[config.mk]
export PLATFORM = sky130hd
export DESIGN_NAME = irq_periph_top
export DESIGN_NICKNAME = d
export VERILOG_FILES = /design/src/hw/soc_map_pkg.sv /design/src/hw/irq_pkg.sv /design/src/hw/apb_periph_decoder.sv /design/src/hw/clint_timer.sv /design/src/hw/plic_core.sv /design/src/hw/irq_periph_top.sv
export SDC_FILE = /design/constraint.sdc
export NUM_CORES = 1
export LEC_CHECK = 0
export BUFFER_PORTS_ARGS = -buffer_cell sky130_fd_sc_hd__buf_2
export CAP_MARGIN = 20
export CORE_AREA = 3 3 168 170
export CTS_CLUSTER_SIZE = 28
export DETAILED_ROUTE_END_ITERATION = 10
export DIE_AREA = 0 0 171 173
export PLACE_DENSITY = 0.68
export SKIP_LAST_GASP = 1
export SYNTH_ARGS = -nofsm -noshare
export SYNTH_HDL_FRONTEND = slang
export SYNTH_SLANG_ARGS = --single-unit
[constraint.sdc]
create_clock -name clk_i -period 21.1 [get_ports clk_i]
set_input_delay 2.11 -clock clk_i [delete_from_list [all_inputs] [get_ports clk_i]]
set_output_delay 2.11 -clock clk_i [all_outputs]
set_load 0.03 [all_outputs]
[src/hw/soc_map_pkg.sv]
`default_nettype none

package soc_map_pkg;

    // ------------------------------------------------------------------
    // APB widths
    // ------------------------------------------------------------------
    localparam int unsigned PaddrWidth = 16;
    localparam int unsigned PdataWidth = 32;

    typedef logic [PaddrWidth-1:0] paddr_t;
    typedef logic [PdataWidth-1:0] pdata_t;

    // ------------------------------------------------------------------
    // Address map, two 4 KiB regions, everything above is unmapped
    // ------------------------------------------------------------------
    localparam paddr_t      RegionSize  = 16'h1000;
    localparam paddr_t      RegionMask  = RegionSize - paddr_t'(1);
    localparam int unsigned OffsetWidth = $clog2(RegionSize);
    localparam paddr_t      ClintBase   = 16'h0000;
    localparam paddr_t      PlicBase    = 16'h1000;

    typedef logic [OffsetWidth-1:0] reg_off_t;

    // CLINT registers
    localparam reg_off_t MsipOff       = 12'h000;
    localparam reg_off_t MtimecmpLoOff = 12'h008;
    localparam reg_off_t MtimecmpHiOff = 12'h00C;
    localparam reg_off_t MtimeLoOff    = 12'h010;
    localparam reg_off_t MtimeHiOff    = 12'h014;

    // PLIC registers, source n priority at PrioOff + 4*n
    localparam reg_off_t PrioOff      = 12'h000;
    localparam reg_off_t PendingOff   = 12'h080;
    localparam reg_off_t EnableOff    = 12'h100;
    localparam reg_off_t ThresholdOff = 12'h200;
    localparam reg_off_t ClaimOff     = 12'h204;

endpackage

`default_nettype wire

[src/hw/irq_pkg.sv]
`default_nettype none

package irq_pkg;

    localparam int unsigned NumSources  = 8;
    localparam int unsigned MaxPriority = 7;
    localparam int unsigned MtimeWidth  = 64;

    // One bit per source
    typedef logic [NumSources-1:0] src_vec_t;

    typedef logic [$clog2(MaxPriority+1)-1:0] prio_t;

    // Identifier 0 means no interrupt
    typedef logic [$clog2(NumSources)-1:0] irq_id_t;

    typedef logic [MtimeWidth-1:0] mtime_t;

    // Source 0 is reserved and never pends
    localparam src_vec_t ValidSrcMask = ~src_vec_t'(1);

endpackage

`default_nettype wire

[src/hw/apb_periph_decoder.sv]
`default_nettype none

module apb_periph_decoder (
    input  logic                  psel_i,
    input  logic                  penable_i,
    input  logic                  pwrite_i,
    input  soc_map_pkg::paddr_t   paddr_i,
    input  soc_map_pkg::pdata_t   clint_rdata_i,
    input  soc_map_pkg::pdata_t   plic_rdata_i,
    output logic                  clint_sel_o,
    output logic                  plic_sel_o,
    output soc_map_pkg::reg_off_t offset_o,
    output soc_map_pkg::pdata_t   prdata_o,
    output logic                  pready_o,
    output logic                  pslverr_o
);
    import soc_map_pkg::*;

    logic   clint_hit;
    logic   plic_hit;
    logic   mapped;
    logic   access;
    logic   read_access;
    paddr_t region_base;

    // ------------------------------------------------------------------
    // Region decode
    // ------------------------------------------------------------------
    assign region_base = paddr_i & ~RegionMask;
    assign clint_hit   = (region_base == ClintBase);
    assign plic_hit    = (region_base == PlicBase);
    assign mapped      = clint_hit | plic_hit;

    assign clint_sel_o = psel_i & clint_hit;
    assign plic_sel_o  = psel_i & plic_hit;
    assign offset_o    = paddr_i[OffsetWidth-1:0];

    // ------------------------------------------------------------------
    // Response
    // ------------------------------------------------------------------
    // No wait states, every access cycle completes
    assign access      = psel_i & penable_i;
    assign read_access = access & ~pwrite_i;

    assign pready_o  = access;
    assign pslverr_o = access & ~mapped;

    always_comb begin
        prdata_o = '0;
        if (read_access) begin
            if (clint_hit) begin
                prdata_o = clint_rdata_i;
            end else if (plic_hit) begin
                prdata_o = plic_rdata_i;
            end
        end
    end

endmodule

`default_nettype wire

[src/hw/clint_timer.sv]
`default_nettype none

module clint_timer (
    input  logic                  clk_i,
    input  logic                  ndmreset_n,
    input  logic                  sel_i,
    input  logic                  penable_i,
    input  logic                  pwrite_i,
    input  soc_map_pkg::reg_off_t offset_i,
    input  soc_map_pkg::pdata_t   wdata_i,
    output soc_map_pkg::pdata_t   rdata_o,
    output logic                  timer_irq_o,
    output logic                  ipi_o
);
    import soc_map_pkg::*;
    import irq_pkg::*;

    logic   wr_en;
    logic   rd_en;
    logic   rtc_q;
    mtime_t mtime_q;
    mtime_t mtimecmp_q;
    logic   msip_q;
    logic   timer_irq_q;

    assign wr_en = sel_i & penable_i & pwrite_i;
    assign rd_en = sel_i & penable_i & ~pwrite_i;

    // ------------------------------------------------------------------
    // Real-time tick, half the core clock
    // ------------------------------------------------------------------
    always_ff @(posedge clk_i or negedge ndmreset_n) begin
        if (!ndmreset_n) begin
            rtc_q <= 1'b0;
        end else begin
            rtc_q <= ~rtc_q;
        end
    end

    // Bus write wins over the tick
    always_ff @(posedge clk_i or negedge ndmreset_n) begin
        if (!ndmreset_n) begin
            mtime_q <= '0;
        end else if (wr_en && offset_i == MtimeLoOff) begin
            mtime_q[31:0] <= wdata_i;
        end else if (wr_en && offset_i == MtimeHiOff) begin
            mtime_q[63:32] <= wdata_i;
        end else if (rtc_q) begin
            mtime_q <= mtime_q + mtime_t'(1);
        end
    end

    // ------------------------------------------------------------------
    // Compare and software interrupt registers
    // ------------------------------------------------------------------
    always_ff @(posedge clk_i or negedge ndmreset_n) begin
        if (!ndmreset_n) begin
            mtimecmp_q <= '1;
            msip_q     <= 1'b0;
        end else if (wr_en) begin
            case (offset_i)
                MsipOff:       msip_q             <= wdata_i[0];
                MtimecmpLoOff: mtimecmp_q[31:0]   <= wdata_i;
                MtimecmpHiOff: mtimecmp_q[63:32]  <= wdata_i;
                default:       ;
            endcase
        end
    end

    // Timer interrupt lags the registers by one cycle
    always_ff @(posedge clk_i or negedge ndmreset_n) begin
        if (!ndmreset_n) begin
            timer_irq_q <= 1'b0;
        end else begin
            timer_irq_q <= (mtime_q >= mtimecmp_q);
        end
    end

    assign timer_irq_o = timer_irq_q;
    assign ipi_o       = msip_q;

    // ------------------------------------------------------------------
    // Read mux
    // ------------------------------------------------------------------
    always_comb begin
        rdata_o = '0;
        if (rd_en) begin
            case (offset_i)
                MsipOff:       rdata_o = pdata_t'(msip_q);
                MtimecmpLoOff: rdata_o = mtimecmp_q[31:0];
                MtimecmpHiOff: rdata_o = mtimecmp_q[63:32];
                MtimeLoOff:    rdata_o = mtime_q[31:0];
                MtimeHiOff:    rdata_o = mtime_q[63:32];
                default:       rdata_o = '0;
            endcase
        end
    end

endmodule

`default_nettype wire

[src/hw/plic_core.sv]
`default_nettype none

module plic_core (
    input  logic                  clk_i,
    input  logic                  ndmreset_n,
    input  logic                  sel_i,
    input  logic                  penable_i,
    input  logic                  pwrite_i,
    input  soc_map_pkg::reg_off_t offset_i,
    input  soc_map_pkg::pdata_t   wdata_i,
    input  irq_pkg::src_vec_t     irq_sources_i,
    output soc_map_pkg::pdata_t   rdata_o,
    output logic                  eip_o
);
    import soc_map_pkg::*;
    import irq_pkg::*;

    logic     wr_en;
    logic     rd_en;
    logic     claim_rd;
    logic     complete_wr;
    logic     prio_hit;
    reg_off_t prio_word;
    irq_id_t  prio_idx;
    irq_id_t  claim_id;
    irq_id_t  complete_id;
    prio_t    best_prio;
    prio_t    prio_q [NumSources];
    prio_t    threshold_q;
    src_vec_t enable_q;
    src_vec_t pending_q;
    src_vec_t pending_d;
    src_vec_t in_service_q;
    src_vec_t in_service_d;

    // Clamp a written value to the priority range
    function automatic prio_t sat_prio(pdata_t value);
        prio_t result;
        if (value > pdata_t'(MaxPriority)) begin
            result = prio_t'(MaxPriority);
        end else begin
            result = prio_t'(value);
        end
        return result;
    endfunction

    assign wr_en = sel_i & penable_i & pwrite_i;
    assign rd_en = sel_i & penable_i & ~pwrite_i;

    // One priority word per source
    assign prio_word = offset_i - PrioOff;
    assign prio_hit  = prio_word < reg_off_t'(4 * NumSources);
    assign prio_idx  = prio_word[2 +: $bits(irq_id_t)];

    assign claim_rd    = rd_en && offset_i == ClaimOff;
    assign complete_wr = wr_en && offset_i == ClaimOff && wdata_i < pdata_t'(NumSources);
    assign complete_id = wdata_i[$bits(irq_id_t)-1:0];

    // ------------------------------------------------------------------
    // Target arbitration
    // ------------------------------------------------------------------
    // Strict compare, so the lowest identifier wins a tie
    always_comb begin
        claim_id  = '0;
        best_prio = threshold_q;
        for (int i = 1; i < NumSources; i++) begin
            if (pending_q[i] && enable_q[i] && prio_q[i] > best_prio) begin
                claim_id  = irq_id_t'(i);
                best_prio = prio_q[i];
            end
        end
    end

    assign eip_o = (claim_id != '0);

    // ------------------------------------------------------------------
    // Gateway, pending and in-service
    // ------------------------------------------------------------------
    always_comb begin
        pending_d    = pending_q | (irq_sources_i & ~in_service_q & ValidSrcMask);
        in_service_d = in_service_q;
        if (claim_rd && claim_id != '0) begin
            pending_d[claim_id]    = 1'b0;
            in_service_d[claim_id] = 1'b1;
        end
        if (complete_wr) begin
            in_service_d[complete_id] = 1'b0;
        end
    end

    always_ff @(posedge clk_i or negedge ndmreset_n) begin
        if (!ndmreset_n) begin
            pending_q    <= '0;
            in_service_q <= '0;
        end else begin
            pending_q    <= pending_d;
            in_service_q <= in_service_d;
        end
    end

    // ------------------------------------------------------------------
    // Configuration registers
    // ------------------------------------------------------------------
    always_ff @(posedge clk_i or negedge ndmreset_n) begin
        if (!ndmreset_n) begin
            for (int i = 0; i < NumSources; i++) begin
                prio_q[i] <= '0;
            end
            enable_q    <= '0;
            threshold_q <= '0;
        end else if (wr_en) begin
            // Priority of reserved source stays 0
            if (prio_hit && prio_idx != '0) begin
                prio_q[prio_idx] <= sat_prio(wdata_i);
            end
            if (offset_i == EnableOff) begin
                enable_q <= wdata_i[NumSources-1:0] & ValidSrcMask;
            end
            if (offset_i == ThresholdOff) begin
                threshold_q <= sat_prio(wdata_i);
            end
        end
    end

    // ------------------------------------------------------------------
    // Read mux
    // ------------------------------------------------------------------
    always_comb begin
        rdata_o = '0;
        if (rd_en) begin
            if (prio_hit) begin
                rdata_o = pdata_t'(prio_q[prio_idx]);
            end else begin
                case (offset_i)
                    PendingOff:   rdata_o = pdata_t'(pending_q);
                    EnableOff:    rdata_o = pdata_t'(enable_q);
                    ThresholdOff: rdata_o = pdata_t'(threshold_q);
                    ClaimOff:     rdata_o = pdata_t'(claim_id);
                    default:      rdata_o = '0;
                endcase
            end
        end
    end

endmodule

`default_nettype wire

[src/hw/irq_periph_top.sv]
`default_nettype none

module irq_periph_top (
    input  logic                clk_i,
    input  logic                ndmreset_n,
    // APB completer
    input  logic                psel_i,
    input  logic                penable_i,
    input  logic                pwrite_i,
    input  soc_map_pkg::paddr_t paddr_i,
    input  soc_map_pkg::pdata_t pwdata_i,
    output soc_map_pkg::pdata_t prdata_o,
    output logic                pready_o,
    output logic                pslverr_o,
    // Interrupts
    input  irq_pkg::src_vec_t   irq_sources_i,
    output logic                timer_irq_o,
    output logic                ipi_o,
    output logic                eip_o
);

    logic                  clint_sel;
    logic                  plic_sel;
    soc_map_pkg::reg_off_t offset;
    soc_map_pkg::pdata_t   clint_rdata;
    soc_map_pkg::pdata_t   plic_rdata;

    apb_periph_decoder u_decoder (
        .psel_i        (psel_i),
        .penable_i     (penable_i),
        .pwrite_i      (pwrite_i),
        .paddr_i       (paddr_i),
        .clint_rdata_i (clint_rdata),
        .plic_rdata_i  (plic_rdata),
        .clint_sel_o   (clint_sel),
        .plic_sel_o    (plic_sel),
        .offset_o      (offset),
        .prdata_o      (prdata_o),
        .pready_o      (pready_o),
        .pslverr_o     (pslverr_o)
    );

    clint_timer u_clint (
        .clk_i       (clk_i),
        .ndmreset_n  (ndmreset_n),
        .sel_i       (clint_sel),
        .penable_i   (penable_i),
        .pwrite_i    (pwrite_i),
        .offset_i    (offset),
        .wdata_i     (pwdata_i),
        .rdata_o     (clint_rdata),
        .timer_irq_o (timer_irq_o),
        .ipi_o       (ipi_o)
    );

    plic_core u_plic (
        .clk_i         (clk_i),
        .ndmreset_n    (ndmreset_n),
        .sel_i         (plic_sel),
        .penable_i     (penable_i),
        .pwrite_i      (pwrite_i),
        .offset_i      (offset),
        .wdata_i       (pwdata_i),
        .irq_sources_i (irq_sources_i),
        .rdata_o       (plic_rdata),
        .eip_o         (eip_o)
    );

endmodule

`default_nettype wire

==> flow_metrics.py, run 1 <==
metrics = {
    "clock_tree": {
        "path_clk_slew_ps": 90,
        "numCtsBuffers": 17,
        "cts_resized": 0,
        "tritoncts": "yes",
        "clock_tree_buffer_depth": 2,
        "cts.sink_count": 180,
        "post-cts-setup-buffers": 0,
        "cts_root_buf": "clkbuf_16",
        "ctsHtreeMaxLevel": 4,
        "clock_insertion_delay_worst_skew_ps": 450,
        "cts_hold_repair.buffers": 0,
    },
    "power_and_ir_drop": {
        "leakagePower_nw": 5.720,
        "post-layout-total-power_mw": 0.7089,
        "power_density_nw_per_um2": 51.63,
        "irDropWorstVdd_uv": 49.39,
    },
    "floorplanning": {
        "die_width_um": 171,
        "start_util": 0.4570,
        "fp.dieH_um": 173,
        "fp-row-count": 60,
        "design.die.area_um2": 29580,
        "core-area_um2": 26880,
        "io_pins": 98,
    },
    "detailed_routing": {
        "totalWireLength_mm": 37.33,
        "dr_total_vias": 11181,
        "initialDrtViolationCount": 1307,
        "remaining_drc_errors": 0,
        "drt_pass1_iterations": 6,
        "route.detailed.vias_per_inst": 6.181,
        "drt-wirelength-per-cell_um": 20.64,
        "drt.antenna.violating_nets": 0,
    },
    "global_route": {
        "globalRouteTotalUtil": 0.2513,
        "globalRoute.totalOverflow": 0,
        "grt_max_degree": 104,
        "first_global_vias": 10710,
        "antenna_violations_before_repair": 0,
        "grt_pass1_wl_mm": 59.46,
    },
    "synth": {
        "yosys.area_share.simple": 0.1655,
        "synth_top_flop_cell": "dfrtp_1",
        "synth_area_leaders": "dfrtp_1, dfstp_2, ha_1, a21oi_1, mux2_2",
        "postSynthNetCount": 1524,
        "netlist_area_um2": 12280,
        "synth_fa_ha_area_frac": 0.08028,
        "ys_seq_area_frac": 0.3733,
        "ffs_w_async_s_r_synth": 1.000,
        "synth_edf_count": 0,
        "total_number_of_yosys_warnings": 0,
        "post_synth_inst_count": 1385,
        "postSynthAreaPerCell_um2": 8.868,
        "ys_ff_latch": 180,
        "synth_compound_gate_area_share": 0.2303,
        "synthXorXnorAreaFrac": 0.02211,
        "synth.top_cell.area_share": 0.2363,
        "yosysTopAreaCell": "dfrtp_1",
        "unique_cell_type_count_in_the_yosys_netlist": 85,
        "main_combinational_cell_family_by_area_after_synthesis": "compound AO/OA/AOI/OAI gates",
        "synthMuxAreaShare": 0.07875,
    },
    "timing": {
        "grt_setup_unrepaired": "false",
        "final.hold.worst_slack_ps": 386.6,
        "finalWorstPathRequiredPeriod_ps": 13730,
        "hold_viol": 0,
        "max_clock_freq_mhz": 72.81,
        "maxSlewHeadroom": 0.2604,
        "layout_worst_path_cycle_share": 0.6509,
        "setup_viol_count_final": 0,
        "final_max_slew_viol_count": 0,
        "clock-skew-final_ps": 18.79,
        "setup-tns-final_ps": 0,
        "worst_slew_pin_slew_ps": 1099,
    },
    "worst_setup_path": {
        "worst-endpoint-required_ps": 18990,
        "critical_path.startpoint": "u_plic.threshold_q[2]",
        "crit_path_end_kind": "output port",
        "crit-reg2reg-launch": "u_plic.threshold_q[2]",
        "kind_of_start_point_of_the_critical_path": "register",
        "critical-path-max-stage-delay_ps": 530,
        "criticalPathCategory": "register to output port",
        "crit_path_max_fanout": 8,
        "critPathSlowestCell": "dfrtp_1",
        "critical_path_buf_inv_count": 3,
        "path_common_cell": "ha_1",
        "crit_arrival_ps": 11620,
        "crit_family": "compound AO/OA/AOI/OAI gates",
    },
    "layout": {
        "most_common_cell_after_layout_fill_and_taps_aside": "a21oi_1",
        "area_growth_syn_to_layout_pct": 11.80,
        "num_antenna_cells": 0,
        "most-common-layout-cells": "a21oi_1, nor2_1, dfrtp_1",
        "post_route_cells_drive_above_1_share": 0.2119,
        "multiInputGateArea_um2": 7118,
        "final.fill_count": 2523,
        "num-nets-final": 1594,
        "finalCoreUtilization": 0.5109,
        "layout.area.seq_um2": 4584,
        "finalInstanceArea_um2": 13730,
    },
    "run": {
        "max_cap_viol_count": 0,
    },
    "place": {
        "placed_cell_area_um2": 13120,
        "dp.final_hpwl_mm": 26.68,
        "port_buffers": 96,
        "globalplace.congestion": 0.9216,
    },
    "worst_hold_path": {
        "hold_class": "register to register",
        "min-delay-start": "u_plic.prio_q[21]",
    },
    "run_status": {
        "status": "finished, final reports clean",
    },
}
-- power breakdown --
group / internal, mW / total [mW] / switching [mW] / leakage, nW
sequential: 0.346 / 0.346 / 0.000396 / 2.13
clock: 0.172 / 0.336 / 0.165 / 0.301
combinational: 0.00677 / 0.0267 / 0.0200 / 3.29
total: 0.524 / 0.709 / 0.185 / 5.72
-- worst register-to-register path, delay by kind of cell, from the launching register on --
kind	cells	cell delay [ps]
DFF	1	530
AOI/OAI and AO/OA	17	4040
and+or+nand+nor	21	3650
adders and majority gates	8	2500
muxes	1	310
buffers and inverters	2	190
-- cell families (layout without fill, tap and decap cells) --
group	Yosys count	count (layout)
buffers and inverters	161	244
adders and majority gates	79	79
AOI/OAI and AO/OA	441	441
DFF	180	180
muxes	80	80
and+or+nand+nor	413	413
xor gates and xnor gates	31	31
-- sequential cells by signal (all words and copies together), names as in the netlist --
| signal | flops |
|---|---|
| u_clint.ipi_o | 1 |
| u_clint.mtime_q | 64 |
| u_clint.mtimecmp_q | 64 |
| u_clint.rtc_q | 1 |
| u_clint.timer_irq_o | 1 |
| u_plic.enable_q | 7 |
| u_plic.in_service_q | 7 |
| u_plic.pending_q | 8 |
| u_plic.prio_q | 24 |
| u_plic.threshold_q | 3 |
-- Yosys cell counts, drive strengths merged (15+ instances only) --
cell / count
dfstp: 64
o21ai: 67
nor4: 15
nand3: 55
o22ai: 18
nor3: 25
and3: 25
clkbuf: 51
xor2: 22
nand4: 30
ha: 78
inv: 101
a21o: 44
a22oi: 64
nor2: 126
a21oi: 171
nand2: 90
dfrtp: 116
mux2: 70
-- metrics by stage --
step,std cells,worst slack (ps)
4_1_cts,1809,7439
3_5_place_dp,1777,7995
6_report,1809,7366
3_3_place_gp,1775,8168
2_1_floorplan,1385,9262
5_1_grt,1809,6396
-- metal layers --
metal  track usage  share of wire  vias up  wire length (um)
met3       0.04481          0.076       59              2850
met4       0.07411          0.024        0               883
li1              -              -     5224                 -
met1        0.3699           0.45     5404             16940
met2        0.3785           0.45      494             16660
met5             0              0        -                 0
-- final timing paths --
kind / end / slack [ps] / depth (start not counted)
max reg2reg: u_plic.in_service_q[3] / 9840 / 49
min reg2reg: u_plic.prio_q[21] / 390 / 0
max: prdata_o[0] / 7370 / 48
min: u_plic.prio_q[21] / 390 / 0
min in group asynchronous: u_plic.pending_q[2] / 1730 / 1
max in group asynchronous: u_clint.mtime_q[52] / 17730 / 2
-- cell type report --
cell class	count	share of cell area
Inverter	101	0.02761
Clock inverter	15	0.01321
Timing Repair Buffer	111	0.04483
Tap cell	341	0.03107
Sequential cell	180	0.3339
Clock buffer	17	0.03098
Multi-Input combinational cell	1044	0.5184
Power figures use the tool's default switching activity.
==> inputs of run 2 (changes only) <==
clock period = 14.3 ns   (was 21.1 ns; I/O delays follow)
==> run 2 against run 1 <==
Against the previous run:
- via count is 0.90% higher
- sequential cell count is the same
- design area grew 0.45%
- register-to-register slack got worse by 6700 ps
- sequential share of layout area down 0.15 points
- hold slack got worse by 1.8 ps
- count of clock-buffer cells in the layout rose by 2
- utilization is 0.23 points higher
- setup slack got worse by 6000 ps
- clock skew is 7.9 ps lower
==> flow_metrics.py, run 2 (synthesis results as in run 1) <==
metrics = {
    "run_status": {
        "status": "finished, final reports clean",
    },
    "timing": {
        "final_max_slew_viol_count": 0,
        "setup_viol_count_final": 0,
        "max_clock_freq_mhz": 77.18,
        "clock-skew-final_ps": 10.87,
        "maxSlewHeadroom": 0.2467,
        "timing.final.ws_setup_ps": 1343,
        "final.hold.worst_slack_ps": 384.8,
        "worst_slew_pin_slew_ps": 1121,
        "grt_setup_unrepaired": "false",
        "hold_viol": 0,
        "layout_worst_path_cycle_share": 0.9061,
        "setup-tns-final_ps": 0,
        "finalWorstPathRequiredPeriod_ps": 12960,
    },
    "layout": {
        "num_antenna_cells": 0,
        "num-nets-final": 1596,
        "final.fill_count": 2518,
        "finalInstanceArea_um2": 13790,
        "most_common_cell_after_layout_fill_and_taps_aside": "a21oi_1",
        "biggestRegsByFlops": "u_clint.mtime_q (64), u_clint.mtimecmp_q (64), u_plic.prio_q (24)",
        "most-common-layout-cells": "a21oi_1, nor2_1, dfrtp_1",
        "post_route_cells_drive_above_1_share": 0.2129,
        "area_growth_syn_to_layout_pct": 12.30,
    },
    "floorplanning": {
        "fp.dieH_um": 173,
        "design.die.area_um2": 29580,
        "die_width_um": 171,
        "core-area_um2": 26880,
        "fp-row-count": 60,
        "start_util": 0.4570,
        "io_pins": 98,
    },
    "global_route": {
        "grt_max_degree": 97,
        "globalRoute.totalOverflow": 0,
        "grt_pass1_wl_mm": 59.58,
        "antenna_violations_before_repair": 0,
        "first_global_vias": 10677,
        "globalRouteTotalUtil": 0.2509,
    },
    "worst_setup_path": {
        "crit_family": "compound AO/OA/AOI/OAI gates",
        "crit_path_end_kind": "output port",
        "crit_path_max_fanout": 8,
        "path_common_cell": "ha_1",
        "critPathSlowestCell": "dfrtp_1",
        "criticalPathCategory": "register to output port",
        "critical-path-max-stage-delay_ps": 520,
        "kind_of_start_point_of_the_critical_path": "register",
        "worst-endpoint-required_ps": 12870,
        "critical_path_buf_inv_count": 3,
        "crit_arrival_ps": 11530,
    },
    "place": {
        "dp.final_hpwl_mm": 26.89,
        "placed_cell_area_um2": 13100,
        "dpl_worst_slack_ps": 1950,
        "port_buffers": 96,
        "globalplace.congestion": 0.9760,
    },
    "detailed_routing": {
        "remaining_drc_errors": 0,
        "drt-wirelength-per-cell_um": 20.80,
        "dr_total_vias": 11282,
        "totalWireLength_mm": 37.67,
        "drt_pass1_iterations": 5,
        "drt.antenna.violating_nets": 0,
        "route.detailed.vias_per_inst": 6.230,
        "initialDrtViolationCount": 1289,
    },
    "worst_hold_path": {
        "hold_class": "register to register",
    },
    "power_and_ir_drop": {
        "post-layout-total-power_mw": 1.056,
        "power.combinational.fraction": 0.038,
        "power.net_switching_mw": 0.2432,
        "leakagePower_nw": 5.742,
        "irDropWorstVdd_uv": 72.16,
        "clockPowerShare": 0.478,
        "power_density_nw_per_um2": 76.59,
        "power_switching_share": 0.2302,
        "intPower_mw": 0.8132,
        "power.sequential.fraction": 0.484,
    },
    "clock_tree": {
        "clock_insertion_delay_worst_skew_ps": 440,
        "post-cts-setup-buffers": 0,
        "cts_root_buf": "clkbuf_16",
        "ctsHtreeMaxLevel": 4,
        "cts_hold_repair.buffers": 0,
        "path_clk_slew_ps": 70,
        "clock_tree_buffer_depth": 2,
        "tritoncts": "yes",
        "cts.sink_count": 180,
        "cts_resized": 0,
        "numCtsBuffers": 17,
    },
    "run": {
        "max_cap_viol_count": 0,
    },
}
-- run 2: cell count changes in the layout (fill, tap and decap cells not counted), sizes merged --
cell	delta
clkinvlp	+2
clkbuf	+2
clkinv	+1
buf	+2
bufinv	+2
inv	-7
-- run 2: power by group through the flow --
| stage | logic [mW] | registers, mW | clock network (mW) |
|---|---|---|---|
| finish | 0.0403 | 0.511 | 0.505 |
| global route | 0.0445 | 0.511 | 0.535 |
| CTS | 0.0397 | 0.511 | 0.514 |
| detailed placement | 0.0395 | 0.520 | 0 |
| global placement | 0.0392 | 0.520 | 0 |
| floorplan | 0.00875 | 0.520 | 0 |
-- run 2: worst paths after layout --
path	depth (start not counted)	from	endpoint	slack, ps
max	48	u_plic.threshold_q[2]	prdata_o[0]	1340
min	0	u_plic.prio_q[22]	u_plic.prio_q[22]	380
max reg2reg	48	u_plic.threshold_q[2]	u_plic.in_service_q[3]	3150
min reg2reg	0	u_plic.prio_q[22]	u_plic.prio_q[22]	380
max in group asynchronous	3	ndmreset_n	u_clint.mtimecmp_q[52]	11860
min in group asynchronous	1	ndmreset_n	u_plic.in_service_q[4]	1060
-- run 2: cell type report --
class | count | area (um^2) | area share
multi-input combinational | 1044 | 7118 | 0.5161
sequential | 180 | 4584 | 0.3324
timing repair buffer | 113 | 650.6 | 0.04717
clock buffer | 19 | 464.2 | 0.03366
tap | 341 | 426.7 | 0.03094
inverter | 101 | 379.1 | 0.02749
clock inverter | 13 | 168.9 | 0.01225
-- run 2: metal layers --
| metal | GRT usage | vias up | share of wire |
|---|---|---|---|
| li1 | - | 5231 | - |
| met1 | 0.3684 | 5572 | 0.46 |
| met2 | 0.3861 | 436 | 0.46 |
| met3 | 0.04915 | 43 | 0.069 |
| met4 | 0.05231 | 0 | 0.014 |
| met5 | 0 | - | 0 |
-- run 2: stage by stage --
step	util	std cells
final	0.5132	1811
after global routing	0.5132	1811
after CTS	0.5111	1809
after detailed placement	0.4876	1777
after global placement	0.4874	1776
after floorplan	-	1385
